`src/fetch_pkg.sv`:
```
/* Shared widths, line geometry and types of the instruction fetch front end,
   plus the state encoding of the icache interface FSM */
package fetch_pkg;

    // 4 KiB of byte addressed instruction space
    localparam int ADDR_WIDTH = 12;
    localparam int INSTR_WIDTH = 32;

    // Four instruction words per 16-byte line
    localparam int WORDS_PER_LINE = 4;
    localparam int LINE_WIDTH = INSTR_WIDTH * WORDS_PER_LINE;
    localparam int LINE_OFFSET = 4;
    localparam int WORD_SEL_WIDTH = 2;

    // Line index is the byte address without its offset bits
    localparam int LINE_IDX_WIDTH = ADDR_WIDTH - LINE_OFFSET;
    localparam int NUM_LINES = 1 << LINE_IDX_WIDTH;

    typedef logic [ADDR_WIDTH-1:0]     addr_t;
    typedef logic [INSTR_WIDTH-1:0]    instr_t;
    // Word 0 lives in the low bits of the line
    typedef logic [LINE_WIDTH-1:0]     line_t;
    typedef logic [LINE_IDX_WIDTH-1:0] line_idx_t;

    // Request FSM of the icache interface
    typedef enum logic [1:0] {
        NoReq,
        ReqValid,
        Replay
    } icache_state_t;

endpackage
```
`src/fetch_instr_queue.sv`:
```
/* Circular FIFO of instruction and address pairs toward decode */
`timescale 1ns/1ps

module fetch_instr_queue
    import fetch_pkg::*;
#(
    parameter int unsigned QUEUE_DEPTH = 4
) (
    input  logic   clk_i,
    input  logic   rstn_i,
    input  logic   flush_i,

    // Write side from the icache interface
    input  logic   push_valid_i,
    input  instr_t push_instr_i,
    input  addr_t  push_pc_i,
    output logic   push_ready_o,

    // Read side toward decode
    output logic   instr_valid_o,
    output instr_t instr_o,
    output addr_t  instr_pc_o,
    input  logic   instr_ready_i
);

    localparam int PTR_WIDTH = $clog2(QUEUE_DEPTH);

    instr_t instr_q [QUEUE_DEPTH];
    addr_t  pc_q    [QUEUE_DEPTH];

    logic [PTR_WIDTH-1:0] wr_ptr_q;
    logic [PTR_WIDTH-1:0] rd_ptr_q;
    // One extra bit to tell full from empty
    logic [PTR_WIDTH:0]   count_q;

    logic push;
    logic pop;

    assign push_ready_o = (count_q != (PTR_WIDTH+1)'(QUEUE_DEPTH));
    assign instr_valid_o = (count_q != '0);
    assign push = push_valid_i && push_ready_o;
    assign pop = instr_valid_o && instr_ready_i;

    always_ff @(posedge clk_i or negedge rstn_i) begin
        if (!rstn_i) begin
            wr_ptr_q <= '0;
            rd_ptr_q <= '0;
            count_q <= '0;
        end else if (flush_i) begin
            // Drop everything fetched before the redirect
            wr_ptr_q <= '0;
            rd_ptr_q <= '0;
            count_q <= '0;
        end else begin
            if (push) begin
                wr_ptr_q <= wr_ptr_q + PTR_WIDTH'(1);
            end
            if (pop) begin
                rd_ptr_q <= rd_ptr_q + PTR_WIDTH'(1);
            end
            case ({push, pop})
                2'b10:   count_q <= count_q + (PTR_WIDTH+1)'(1);
                2'b01:   count_q <= count_q - (PTR_WIDTH+1)'(1);
                default: count_q <= count_q;
            endcase
        end
    end

    always_ff @(posedge clk_i) begin
        if (push) begin
            instr_q[wr_ptr_q] <= push_instr_i;
            pc_q[wr_ptr_q] <= push_pc_i;
        end
    end

    // Head entry, visible the cycle after its write
    assign instr_o = instr_q[rd_ptr_q];
    assign instr_pc_o = pc_q[rd_ptr_q];

endmodule

```
`config.mk`:
```
export PLATFORM = sky130hd
export DESIGN_NAME = fetch_instr_queue
export DESIGN_NICKNAME = d
export VERILOG_FILES = /design/src/fetch_pkg.sv /design/src/fetch_instr_queue.sv
export SDC_FILE = /design/constraint.sdc
export NUM_CORES = 1
export LEC_CHECK = 0
export BUFFER_PORTS_ARGS = -buffer_cell sky130_fd_sc_hd__buf_2
export CAP_MARGIN = 20
export CORE_ASPECT_RATIO = 0.7
export CORE_MARGIN = 2
export CORE_UTILIZATION = 61
export CTS_CLUSTER_SIZE = 25
export DETAILED_ROUTE_END_ITERATION = 12
export PLACE_DENSITY = 0.84
export SLEW_MARGIN = 20
export SYNTH_ARGS = -nofsm -noshare
export SYNTH_HDL_FRONTEND = slang
export SYNTH_SLANG_ARGS = --single-unit
```
`constraint.sdc`:
```
create_clock -name clk_i -period 5.6 [get_ports clk_i]
set_input_delay 0.28 -clock clk_i [delete_from_list [all_inputs] [get_ports clk_i]]
set_output_delay 0.28 -clock clk_i [all_outputs]
set_load 0.005 [all_outputs]
```
### After elaboration in Yosys (flattened, before gate mapping)

Memories as Yosys holds them, arrays and structs flattened.
Cells that the tools add are included.

* register bits: 7
* latch bits: 0
* bits in writable memories: 176
* ROM bits: 0
* input port bits: 49
* output and inout bits: 46
* logic and storage cells: 26
* memories: 2

Memory list
* instr_q: words 4, bits a word 32, rd ports 1, clocked after Yosys merged registers in 0, write ports 1, line fetch_instr_queue.sv:28 `instr_t instr_q [QUEUE_DEPTH];`
* pc_q: words 4, bits a word 12, rd ports 1, clocked after Yosys merged registers in 0, write ports 1, line fetch_instr_queue.sv:29 `addr_t pc_q [QUEUE_DEPTH];`

* add/sub/neg operators: 4
* $mul: 0
* divide/modulo/power cells: 0
* magnitude comparators: 0
* equal/unequal tests: 3
* shifts and indexed selects: 0
* mux-type cells: 8
* bitwise gates (word level): 0
* reductions and logical operators: 6

Operators by type and width (number)
* $mux 2: 4
* $pmux 3 s2: 1
* $reduce_bool 3->1: 2
* $add 2x1->2 const B: 2
* $reduce_bool 2->1: 2
* $add 3x1->3 const B: 1
* $mux 3: 1
* $ne 3x3->1 const B: 1
* $sub 3x1->3 const B: 1
* $eq 2x1->1 const B: 1
* $eq 2x2->1 const B: 1
* $logic_and 1x1->1: 2
* $mux 1: 2

### Depth between registers and ports, before layout

Gate-level depths: netlist of run 1.

* depth after elaboration: 5
* gate-level depth with buffers: 7
* mapped depth without buffers: 6

### Worst setup path before layout of run 1

OpenSTA, ideal clock, no wires.

* path type: register to register
* start point: register count_q[0]
* end point: memory instr_q[0][0] in the netlist's numbering (enable)
* setup time: 0.406 ns
* arrival: 1.869 ns
* slack: 3.325 ns
* stages on the path, launching flop included: 5
* buffers on the path: 1
* clock period less this slack: 2.275 ns
* cell sequence: dfrtp_1 > buf_4 > nor3b_2 > inv_1 > and3_1

* word-level cells in the longest chain between the ends: 4

Ends and longest elaborated chain
* start: declaration: line fetch_instr_queue.sv:34 `logic [PTR_WIDTH:0] count_q;`
* start signal: assignment: line fetch_instr_queue.sv:62 `2'b10: count_q <= count_q + (PTR_WIDTH+1)'(1);`
* start signal: assignment: line fetch_instr_queue.sv:63 `2'b01: count_q <= count_q - (PTR_WIDTH+1)'(1);`
* start signal: assignment: line fetch_instr_queue.sv:64 `default: count_q <= count_q;`
* $ne 3x3->1: line fetch_instr_queue.sv:39 `assign push_ready_o = (count_q != (PTR_WIDTH+1)'(QUEUE_DEPTH));`
* via push_ready_o: line fetch_instr_queue.sv:17 `output logic push_ready_o,`
* $logic_and 1x1->1: line fetch_instr_queue.sv:41 `assign push = push_valid_i && push_ready_o;`
* $mux 1: line fetch_instr_queue.sv:70 `if (push) begin`
* $mux 1 (not written as such): line fetch_instr_queue.sv:71 `instr_q[wr_ptr_q] <= push_instr_i;`
* end: declaration: line fetch_instr_queue.sv:28

The timed path passes the listed nets, and every way through them passes these cells.

### Worst setup path after layout of run 1

* start point: register rd_ptr_q[0]
* end point: output port instr_o[3]

* word-level cells in the longest chain between the ends: 1

Ends and longest elaborated chain
* start: declaration: line fetch_instr_queue.sv:32 `logic [PTR_WIDTH-1:0] rd_ptr_q;`
* start signal: assignment: line fetch_instr_queue.sv:59 `rd_ptr_q <= rd_ptr_q + PTR_WIDTH'(1);`
* $mem_v2 4x32
* end: declaration: line fetch_instr_queue.sv:21 `output instr_t instr_o,`

Every way passes these cells.

==> results.yml, run 1 <==
drt:
  routedWlPerCell_microns: 22.5
  drtPass1Iterations: 5
  dr.first_iter.drc_count: 243
  routed_via_density: 5.84
  wl_met1_microns: 5390
  wl_met2_microns: 6230
  drtAntennaViolNets: 0
  totalWireLength_microns: 12600
  highest_layer: "met4"
  dr_wl_met3_microns: 869
  num_vias: 3280
  route.detailed.drc: 0
floorplan:
  die_x_microns: 132
  start_util: 0.631
  io_pins: 95
  die_y_microns: 93.6
  core_area_sq_um: 11100
  rows: 32
  dieArea_sq_um: 12400
critical_path:
  r2r_start: "count_q[1]"
  worst_path_max_delay_cell: "dfrtp_4"
  path_buf_inv: 1
  worstSetupEndpointType: "output port"
  cp.arrival_ps: 2270
  start_kind: "flip-flop"
  crit_path_start: "rd_ptr_q[0]"
  crit_type: "reg -> out"
  crit_family: "flip-flops"
  path_cells: "mux4_1 -> buf_2"
  required_ps: 5320
  slowest_delay_ps: 1000
  path_max_fanout: 46
clock_tree:
  tritoncts: "built"
  cts_buffers: 17
  cts_setup_buffers: 0
  clock-root-buffer: "clkbuf_16"
  clk_pin_slew_ps: 60
  clock_latency_ps: 420
  cts_max_level: 4
  cts_buffer_depth: 2
  clock-sinks: 183
placed_design:
  placed_area_sq_um: 7540
  gp_congestion: 0.737
  io_buffers: 94
  hpwl_microns: 7040
timing:
  finalCritPeriodShare: 0.456
  setup_tns_ps: 0
  finalMaxSlewViolations: 0
  tightest_slew_ps: 1110
  hold_slack_ps: 77.8
  setup_viol: 0
  fmaxAchievable_ghz: 0.392
  slew-limit-headroom: 0.261
  period_needed_ps: 2550
  grt_setup_unrepaired: "no"
  fin_skew_ps: 10.9
  final_hold_viol_count: 0
min_path:
  hp-class: "in -> reg"
  min_from: "push_pc_i[3]"
grt:
  grt_pass1_wl_microns: 19400
  grt_pass1_vias: 3390
  grt_use_total: 0.221
  antenna_found_initial: 0
  grt_max_degree: 47
  grt_remaining_overflow: 0
synthesis:
  synth_top_area_frac: 0.755
  synth-async-reset-ratio: 0.0383
  netlist_instances: 295
  synth_area_sq_um: 7000
  synth_cell_types: 33
  ys.flop_type: "edfxtp_1"
  ys_top_cells_by_area: "edfxtp_1 (76%), mux4_2 (12%), dfrtp_1 (2.5%)"
  synth_edf_count: 176
  ys_seq_area_frac: 0.780
  yosys.area.top_type: "edfxtp_1"
  ys_warn_count: 0
  synth-seq-cells: 183
  synth_nets: 349
  syn_area_per_cell_sq_um: 23.7
final_layout:
  nFillCells: 654
  fin_nets: 450
  mostFrequentLayoutCells: "edfxtp_1 (176), buf_2 (94), mux4_2 (38)"
  layout-drive-gt1-share: 0.418
  area_growth_pct: 17.0
  layout_commonest_cell: "edfxtp_1"
  final_area_sq_um: 8190
  num_antenna_cells: 0
status:
  outcome: "finished, final reports clean"
run:
  cap_violations: 0
power_and_ir_drop:
  powerDensity_nw_per_um2: 410
  power.leakage_nw: 2.78
  vdd_drop_max_mv: 0.284
## flip-flops by register name, summed over array words and instances (netlist names)
signal,count
pc_q,48
instr_q,128
count_q,3
wr_ptr_q,2
rd_ptr_q,2
## worst paths after layout
kind / endpoint / slack (ps) / cells after the start
setup / recovery: instr_o[3] / 3050 / 2
setup reg to reg: count_q[1] / 3390 / 5
max in group asynchronous: rd_ptr_q[0] / 5150 / 2
hold / removal: pc_q[0][3] / 80 / 1
hold reg to reg: wr_ptr_q[1] / 620 / 2
min in group asynchronous: count_q[2] / 250 / 2
## cell families (layout without fill, tap and decap cells)
family | after synthesis | in the layout | share of synthesized area
flip-flops | 183 | 183 | 0.780
multiplexers | 44 | 44 | 0.145
AND/OR/NAND/NOR | 23 | 23 | 0.0215
buffers and inverters | 20 | 134 | 0.0236
AO/OA/AOI/OAI | 17 | 17 | 0.0163
adder cells (fa/ha/maj) | 5 | 5 | 0.0100
XOR/XNOR | 3 | 3 | 0.00375
## cells in the mapped netlist (all sizes together) (2+ instances only)
library cell	instances
nand3b	2
nor2	2
mux4	44
inv	5
nand2b	5
buf	15
edfxtp	176
or3	2
and3	4
nor3b	2
nand3	3
dfrtp	7
o21ai	3
xor2	2
ha	4
a21oi	6
## what timing repair did
item                                   4_1_cts  5_1_grt
gates resized for setup                      0        0
hold buffers                                 1        0
endpoints found under the hold margin        7        0
## final cells by class
cell class / instances / area (sq um) / share of cell area
clock buffers: 18 / 429 / 0.0524
clock inverters: 14 / 205 / 0.0250
inverters: 5 / 18.8 / 0.00229
multi-input cells: 92 / 1390 / 0.169
flip-flops and latches: 183 / 5470 / 0.667
well taps: 153 / 191 / 0.0234
repair buffers: 97 / 495 / 0.0605
## per-stage QoR
step                      power [mW]  utilization  setup WS (ps)  cells
after detailed placement        2.13        0.680           3330    529
after floorplan                 1.98            -           3330    295
after global routing            3.48        0.739           2880    562
after CTS                       3.40        0.738           2980    562
final                           3.36        0.739           3050    562
after global placement          2.11        0.680           3400    529
## power breakdown
group,leakage [nW],internal (mW),switching [mW],total (mW)
clock network,0.297,0.788,0.476,1.26
registers,1.71,1.60,0.0921,1.69
logic,0.779,0.233,0.173,0.406
## metal layers
layer,GRT usage,up-vias
met5,0,-
met4,0.0833,0
met3,0.0618,10
met2,0.347,142
met1,0.303,1681
li1,-,1447
## worst register-to-register path, stage by stage, from the launching register on
cell	delay (ps)
dfrtp_1	530
o31ai_1	440
a21oi_1	100
fa_1	530
a31oi_1	80
nor4_1	390
Power figures use the tool's default switching activity.
==> run 2: changes to the inputs <==
--- a/config.mk
+++ b/config.mk
@@ -5,14 +5,15 @@
 export SDC_FILE = /design/constraint.sdc
 export NUM_CORES = 1
 export LEC_CHECK = 0
+export ABC_AREA = 1
 export BUFFER_PORTS_ARGS = -buffer_cell sky130_fd_sc_hd__buf_2
 export CAP_MARGIN = 20
 export CORE_ASPECT_RATIO = 0.7
 export CORE_MARGIN = 2
-export CORE_UTILIZATION = 61
+export CORE_UTILIZATION = 51
 export CTS_CLUSTER_SIZE = 25
 export DETAILED_ROUTE_END_ITERATION = 12
-export PLACE_DENSITY = 0.84
+export PLACE_DENSITY = 0.75
 export SLEW_MARGIN = 20
 export SYNTH_ARGS = -nofsm -noshare
 export SYNTH_HDL_FRONTEND = slang
==> constraint.sdc (replaced) <==
create_clock -name clk_i -period 2.3 [get_ports clk_i]
set_input_delay 0.115 -clock clk_i [delete_from_list [all_inputs] [get_ports clk_i]]
set_output_delay 0.115 -clock clk_i [all_outputs]
set_load 0.005 [all_outputs]
==> run 2 against run 1 <==
Compared with the run above: clock power is 130% higher; synthesized cell count up 65%; non-clock buffer count grew 57; design area rose by 6.6%; routed wire length up 16%; sequential power grew 140%; critical path type unchanged; critical endpoint is now instr_o[10].
==> results.yml, run 2 <==
clock_tree:
  cts_max_level: 4
  clk_pin_slew_ps: 60
  cts_setup_buffers: 0
  clock-sinks: 183
  clock_latency_ps: 420
  cts_resized: 0
  clock-root-buffer: "clkbuf_16"
  holdBufCountCts: 46
  cts_buffer_depth: 2
  tritoncts: "built"
  cts_buffers: 17
drt:
  drtPass1Iterations: 5
  num_vias: 4433
  routed_via_density: 5.35
  dr.first_iter.drc_count: 273
  totalWireLength_microns: 14600
  route.detailed.drc: 0
  routedWlPerCell_microns: 17.7
  drtAntennaViolNets: 0
timing:
  tightest_slew_ps: 543
  fmaxAchievable_ghz: 0.473
  finalCritPeriodShare: 0.920
  fin_skew_ps: 10.7
  finalMaxSlewViolations: 0
  grt_setup_unrepaired: "no"
  final.setup.worst_slack_ps: 185
  slew-limit-headroom: 0.638
  period_needed_ps: 2110
  final_hold_viol_count: 0
  setup_viol: 0
synthesis:
  netlist_instances: 486
  ys_seq_area_frac: 0.786
  ys.flop_type: "edfxtp_1"
  synth_nets: 540
  synth-seq-cells: 183
  syn_area_per_cell_sq_um: 14.3
  ys_warn_count: 0
  ys_top_cells_by_area: "edfxtp_1 (76%), o21ai_0 (6.6%), nor2_1 (5.0%)"
  synth_top_area_frac: 0.761
  ys_top_cells_by_count: "edfxtp_1 (176), nor2_1 (92), o21ai_0 (91)"
  synth_area_sq_um: 6940
  yosys.area.top_type: "edfxtp_1"
  yosysMostFrequentCell: "edfxtp_1"
  synth-async-reset-ratio: 0.0383
  synth_cell_types: 26
  synth_edf_count: 176
floorplan:
  die_x_microns: 143
  start_util: 0.525
  die_y_microns: 102
  dieArea_sq_um: 14600
  core_area_sq_um: 13200
  rows: 35
  io_pins: 95
placed_design:
  io_buffers: 94
  pre_cts_ws_ps: 426
  hpwl_microns: 8260
  place_inst: 752
  gp_congestion: 0.742
grt:
  grt_max_degree: 90
  grt_pass1_wl_microns: 22500
  grt_pass1_vias: 4384
  grt_use_total: 0.210
  antenna_found_initial: 0
  grt_remaining_overflow: 0
power_and_ir_drop:
  power.leakage_nw: 3.16
  vdd_drop_max_mv: 0.667
  powerDensity_nw_per_um2: 1040
final_layout:
  final_cells: 828
  area_growth_pct: 25.7
  regMostFlops: "instr_q"
  layout-drive-gt1-share: 0.236
  largest_reg_flops: 128
  reg.largest.list: "instr_q (128), pc_q (48), count_q (3)"
  layout_commonest_cell: "edfxtp_1"
  fin_nets: 686
  num_antenna_cells: 0
  nFillCells: 942
  mostFrequentLayoutCells: "edfxtp_1 (176), buf_2 (94), o21ai_0 (91)"
critical_path:
  worstSetupEndpointType: "output port"
  crit_type: "reg -> out"
  rrSetupSlack_ps: 420
  worst_path_max_delay_cell: "dfrtp_2"
  path_cells: "inv_4 -> buf_4 -> nor2_1 -> o22ai_1 -> buf_2"
  cp.arrival_ps: 2000
  slowest_delay_ps: 440
  required_ps: 2180
  start_kind: "flip-flop"
  path_max_fanout: 55
min_path:
  hp-class: "in -> async"
status:
  outcome: "finished, final reports clean"
run:
  cap_violations: 0
-- run 2: worst paths after layout --
| check | from | endpoint | depth (start not counted) |
|---|---|---|---|
| worst min-delay path | rstn_i | count_q[2] | 2 |
| min in group clk_i | instr_ready_i | rd_ptr_q[0] | 3 |
| worst max-delay path | rd_ptr_q[0] | instr_o[10] | 5 |
| max in group asynchronous | rstn_i | rd_ptr_q[0] | 2 |
| worst max register to register | count_q[1] | count_q[2] | 11 |
| worst min register to register | count_q[1] | count_q[1] | 2 |
-- run 2: cell families after synthesis --
logic type / share of synthesized area
simple gates: 0.0688
buf+inv: 0.0249
fa+ha+maj: 0.0101
compound gates: 0.109
xor+xnor: 0.00126
flops: 0.786
-- run 2: metal layers --
layer	share of wire	vias up	wire [microns]	GRT usage
met5	0	-	0	0
met4	0.014	0	208	0.0701
met3	0.066	20	966	0.0567
met2	0.48	152	7070	0.338
met1	0.44	2161	6410	0.282
li1	-	2100	-	-
-- run 2: worst max-delay path: cells and delay by family (launching register included) --
family / cells / cell delay (ps)
flops: 1 / 440
simple gates: 1 / 70
compound gates: 1 / 200
buf+inv: 3 / 860
-- run 2: area by class of cell --
type | instances | area (sq um) | share of cell area
clock inverters | 13 | 155 | 0.0178
flip-flops and latches | 183 | 5460 | 0.626
clock buffers | 17 | 425 | 0.0487
well taps | 185 | 231 | 0.0265
repair buffers | 154 | 1060 | 0.122
inverters | 14 | 55.1 | 0.00631
multi-input cells | 262 | 1340 | 0.154
-- run 2: where the power goes --
part | internal, mW | leakage (nW) | switching (mW)
logic | 0.787 | 1.17 | 1.33
registers | 4.01 | 1.71 | 0.109
clock network | 1.69 | 0.278 | 1.17
-- run 2: through the flow --
stage / setup TNS (ps) / hold WS, ps / util / power (mW) / area (sq um)
after detailed placement: 0 / -27.6 / 0.581 / 6.26 / 7690
after global routing: 0 / 71.5 / 0.660 / 9.54 / 8730
after CTS: 0 / 41.9 / 0.660 / 9.17 / 8730
after global placement: 0 / -32.7 / 0.581 / 6.16 / 7690
after floorplan: -114610 / -181 / - / 5.36 / 6940
final: 0 / 59.8 / 0.660 / 9.10 / 8730
==> run 3: changes to the inputs <==
--- a/config.mk
+++ b/config.mk
@@ -5,7 +5,7 @@
 export SDC_FILE = /design/constraint.sdc
 export NUM_CORES = 1
 export LEC_CHECK = 0
-export ABC_AREA = 1
+export ABC_AREA = 0
 export BUFFER_PORTS_ARGS = -buffer_cell sky130_fd_sc_hd__buf_2
 export CAP_MARGIN = 20
 export CORE_ASPECT_RATIO = 0.7
==> run 3 against run 2 <==
Compared with the run above: via count is 22% lower; critical path type unchanged; largest cell class unchanged; largest power group unchanged; design area hardly changed; register-to-register slack worse by 140 ps; die area is 0.76% higher.
==> results.yml, run 3 (same netlist as run 1, synthesis figures left out) <==
final_layout:
  reg.largest.list: "instr_q (128), pc_q (48), count_q (3)"
  fin_nets: 508
  area_growth_pct: 24.8
  largest_reg_flops: 128
  mostFrequentLayoutCells: "edfxtp_1 (176), buf_2 (94), dlygate4sd3_1 (46)"
  multi_input_area_sq_um: 1380
  utilization: 0.658
  regMostFlops: "instr_q"
  layout-drive-gt1-share: 0.403
  seqCellArea_sq_um: 5470
  num_antenna_cells: 0
  layout_commonest_cell: "edfxtp_1"
  nFillCells: 897
  final_area_sq_um: 8740
  final_cells: 652
status:
  outcome: "finished, final reports clean"
clock_tree:
  clock-sinks: 183
  cts_setup_buffers: 0
  clock_latency_ps: 430
  tritoncts: "built"
  clock-root-buffer: "clkbuf_16"
  cts_buffers: 17
  cts_max_level: 4
  clk_pin_slew_ps: 70
  cts_buffer_depth: 2
grt:
  grt_use_total: 0.178
  antenna_found_initial: 0
  grt_remaining_overflow: 0
  grt_pass1_wl_microns: 18800
  grt_pass1_vias: 3558
  grt_max_degree: 28
placed_design:
  gp_congestion: 0.699
  io_buffers: 94
  pre_cts_ws_ps: 286
  placed_area_sq_um: 7710
  hpwl_microns: 7590
  place_inst: 574
drt:
  drtPass1Iterations: 4
  routed_via_density: 5.29
  dr.first_iter.drc_count: 187
  wl_met1_microns: 5450
  drtAntennaViolNets: 0
  totalWireLength_microns: 12300
  route.detailed.drc: 0
  num_vias: 3448
  wl_met2_microns: 6050
  routedWlPerCell_microns: 18.9
  dr_wl_met3_microns: 696
  highest_layer: "met4"
timing:
  period_needed_ps: 2180
  setup_tns_ps: 0
  hold_slack_ps: 43.8
  finalMaxSlewViolations: 0
  fin_skew_ps: 10.6
  slew-limit-headroom: 0.701
  finalCritPeriodShare: 0.949
  final.setup.worst_slack_ps: 118
  tightest_slew_ps: 449
  setup_viol: 0
  fmaxAchievable_ghz: 0.458
  final_hold_viol_count: 0
  grt_setup_unrepaired: "no"
critical_path:
  crit_type: "reg -> out"
  slowest_delay_ps: 650
  worst_r2r_path_depth: 5
  path_cells: "buf_4 -> mux4_1 -> buf_2"
  cp.arrival_ps: 2070
  worstSetupEndpointType: "output port"
  required_ps: 2180
  worst_path_max_delay_cell: "dfrtp_4"
  start_kind: "flip-flop"
  path_max_fanout: 16
power_and_ir_drop:
  power.leakage_nw: 3.02
  powerDensity_nw_per_um2: 909
  p_total_mw: 7.95
  vdd_drop_max_mv: 0.555
floorplan:
  dieArea_sq_um: 14700
  io_pins: 95
  rows: 35
  start_util: 0.527
  core_area_sq_um: 13300
  die_y_microns: 102
  die_x_microns: 144
run:
  cap_violations: 0
min_path:
  hp-class: "in -> async"
run 3: changes by cell type in the layout (fill, tap and decap cells not counted), moves of 5 or more:
| cell | previous run | this run |
|---|---|---|
| inv_1 | 10 | 5 |
| mux4_1 | 0 | 6 |
| mux4_2 | 0 | 38 |
| nand2_1 | 12 | 0 |
| nand2b_1 | 0 | 5 |
| nor2_1 | 88 | 2 |
| nor2_4 | 5 | 0 |
| o21ai_0 | 91 | 3 |
| o22ai_1 | 44 | 1 |
run 3: routing by layer:
metal / GRT usage / up-vias
li1: - / 1578
met1: 0.232 / 1769
met2: 0.296 / 90
met3: 0.0567 / 11
met4: 0.0520 / 0
met5: 0 / -
run 3: worst paths after layout:
kind	slack (ps)	end	start
hold / removal	40	rd_ptr_q[0]	rstn_i
min in group clk_i	80	wr_ptr_q[1]	push_valid_i
hold reg to reg	610	wr_ptr_q[1]	wr_ptr_q[1]
setup / recovery	120	instr_o[31]	rd_ptr_q[0]
max in group asynchronous	2080	rd_ptr_q[0]	rstn_i
setup reg to reg	280	count_q[1]	count_q[0]
run 3: worst max-delay path, delay by kind of cell, from the launching register on:
kind | cells | cell delay [ps]
buffers and inverters | 2 | 420
DFF | 1 | 650
muxes | 1 | 560
run 3: area by class of cell:
class | instances | area share
sequential | 183 | 0.626
timing repair buffer | 155 | 0.124
clock buffer | 17 | 0.0487
multi-input combinational | 92 | 0.158
clock inverter | 15 | 0.0156
tap | 185 | 0.0265
inverter | 5 | 0.00215
run 3: repair_timing:
action | in CTS | in global routing
setup endpoints to repair | 0 | 0
hold endpoints to repair | 190 | 0
hold buffers | 46 | 0
resized for setup | 0 | 0
run 3: where the power goes:
| part | switching [mW] | total (mW) | internal [mW] | leakage, nW |
|---|---|---|---|---|
| clock network | 1.30 | 2.73 | 1.43 | 0.263 |
| logic | 0.530 | 1.20 | 0.675 | 1.05 |
| registers | 0.129 | 4.02 | 3.89 | 1.71 |
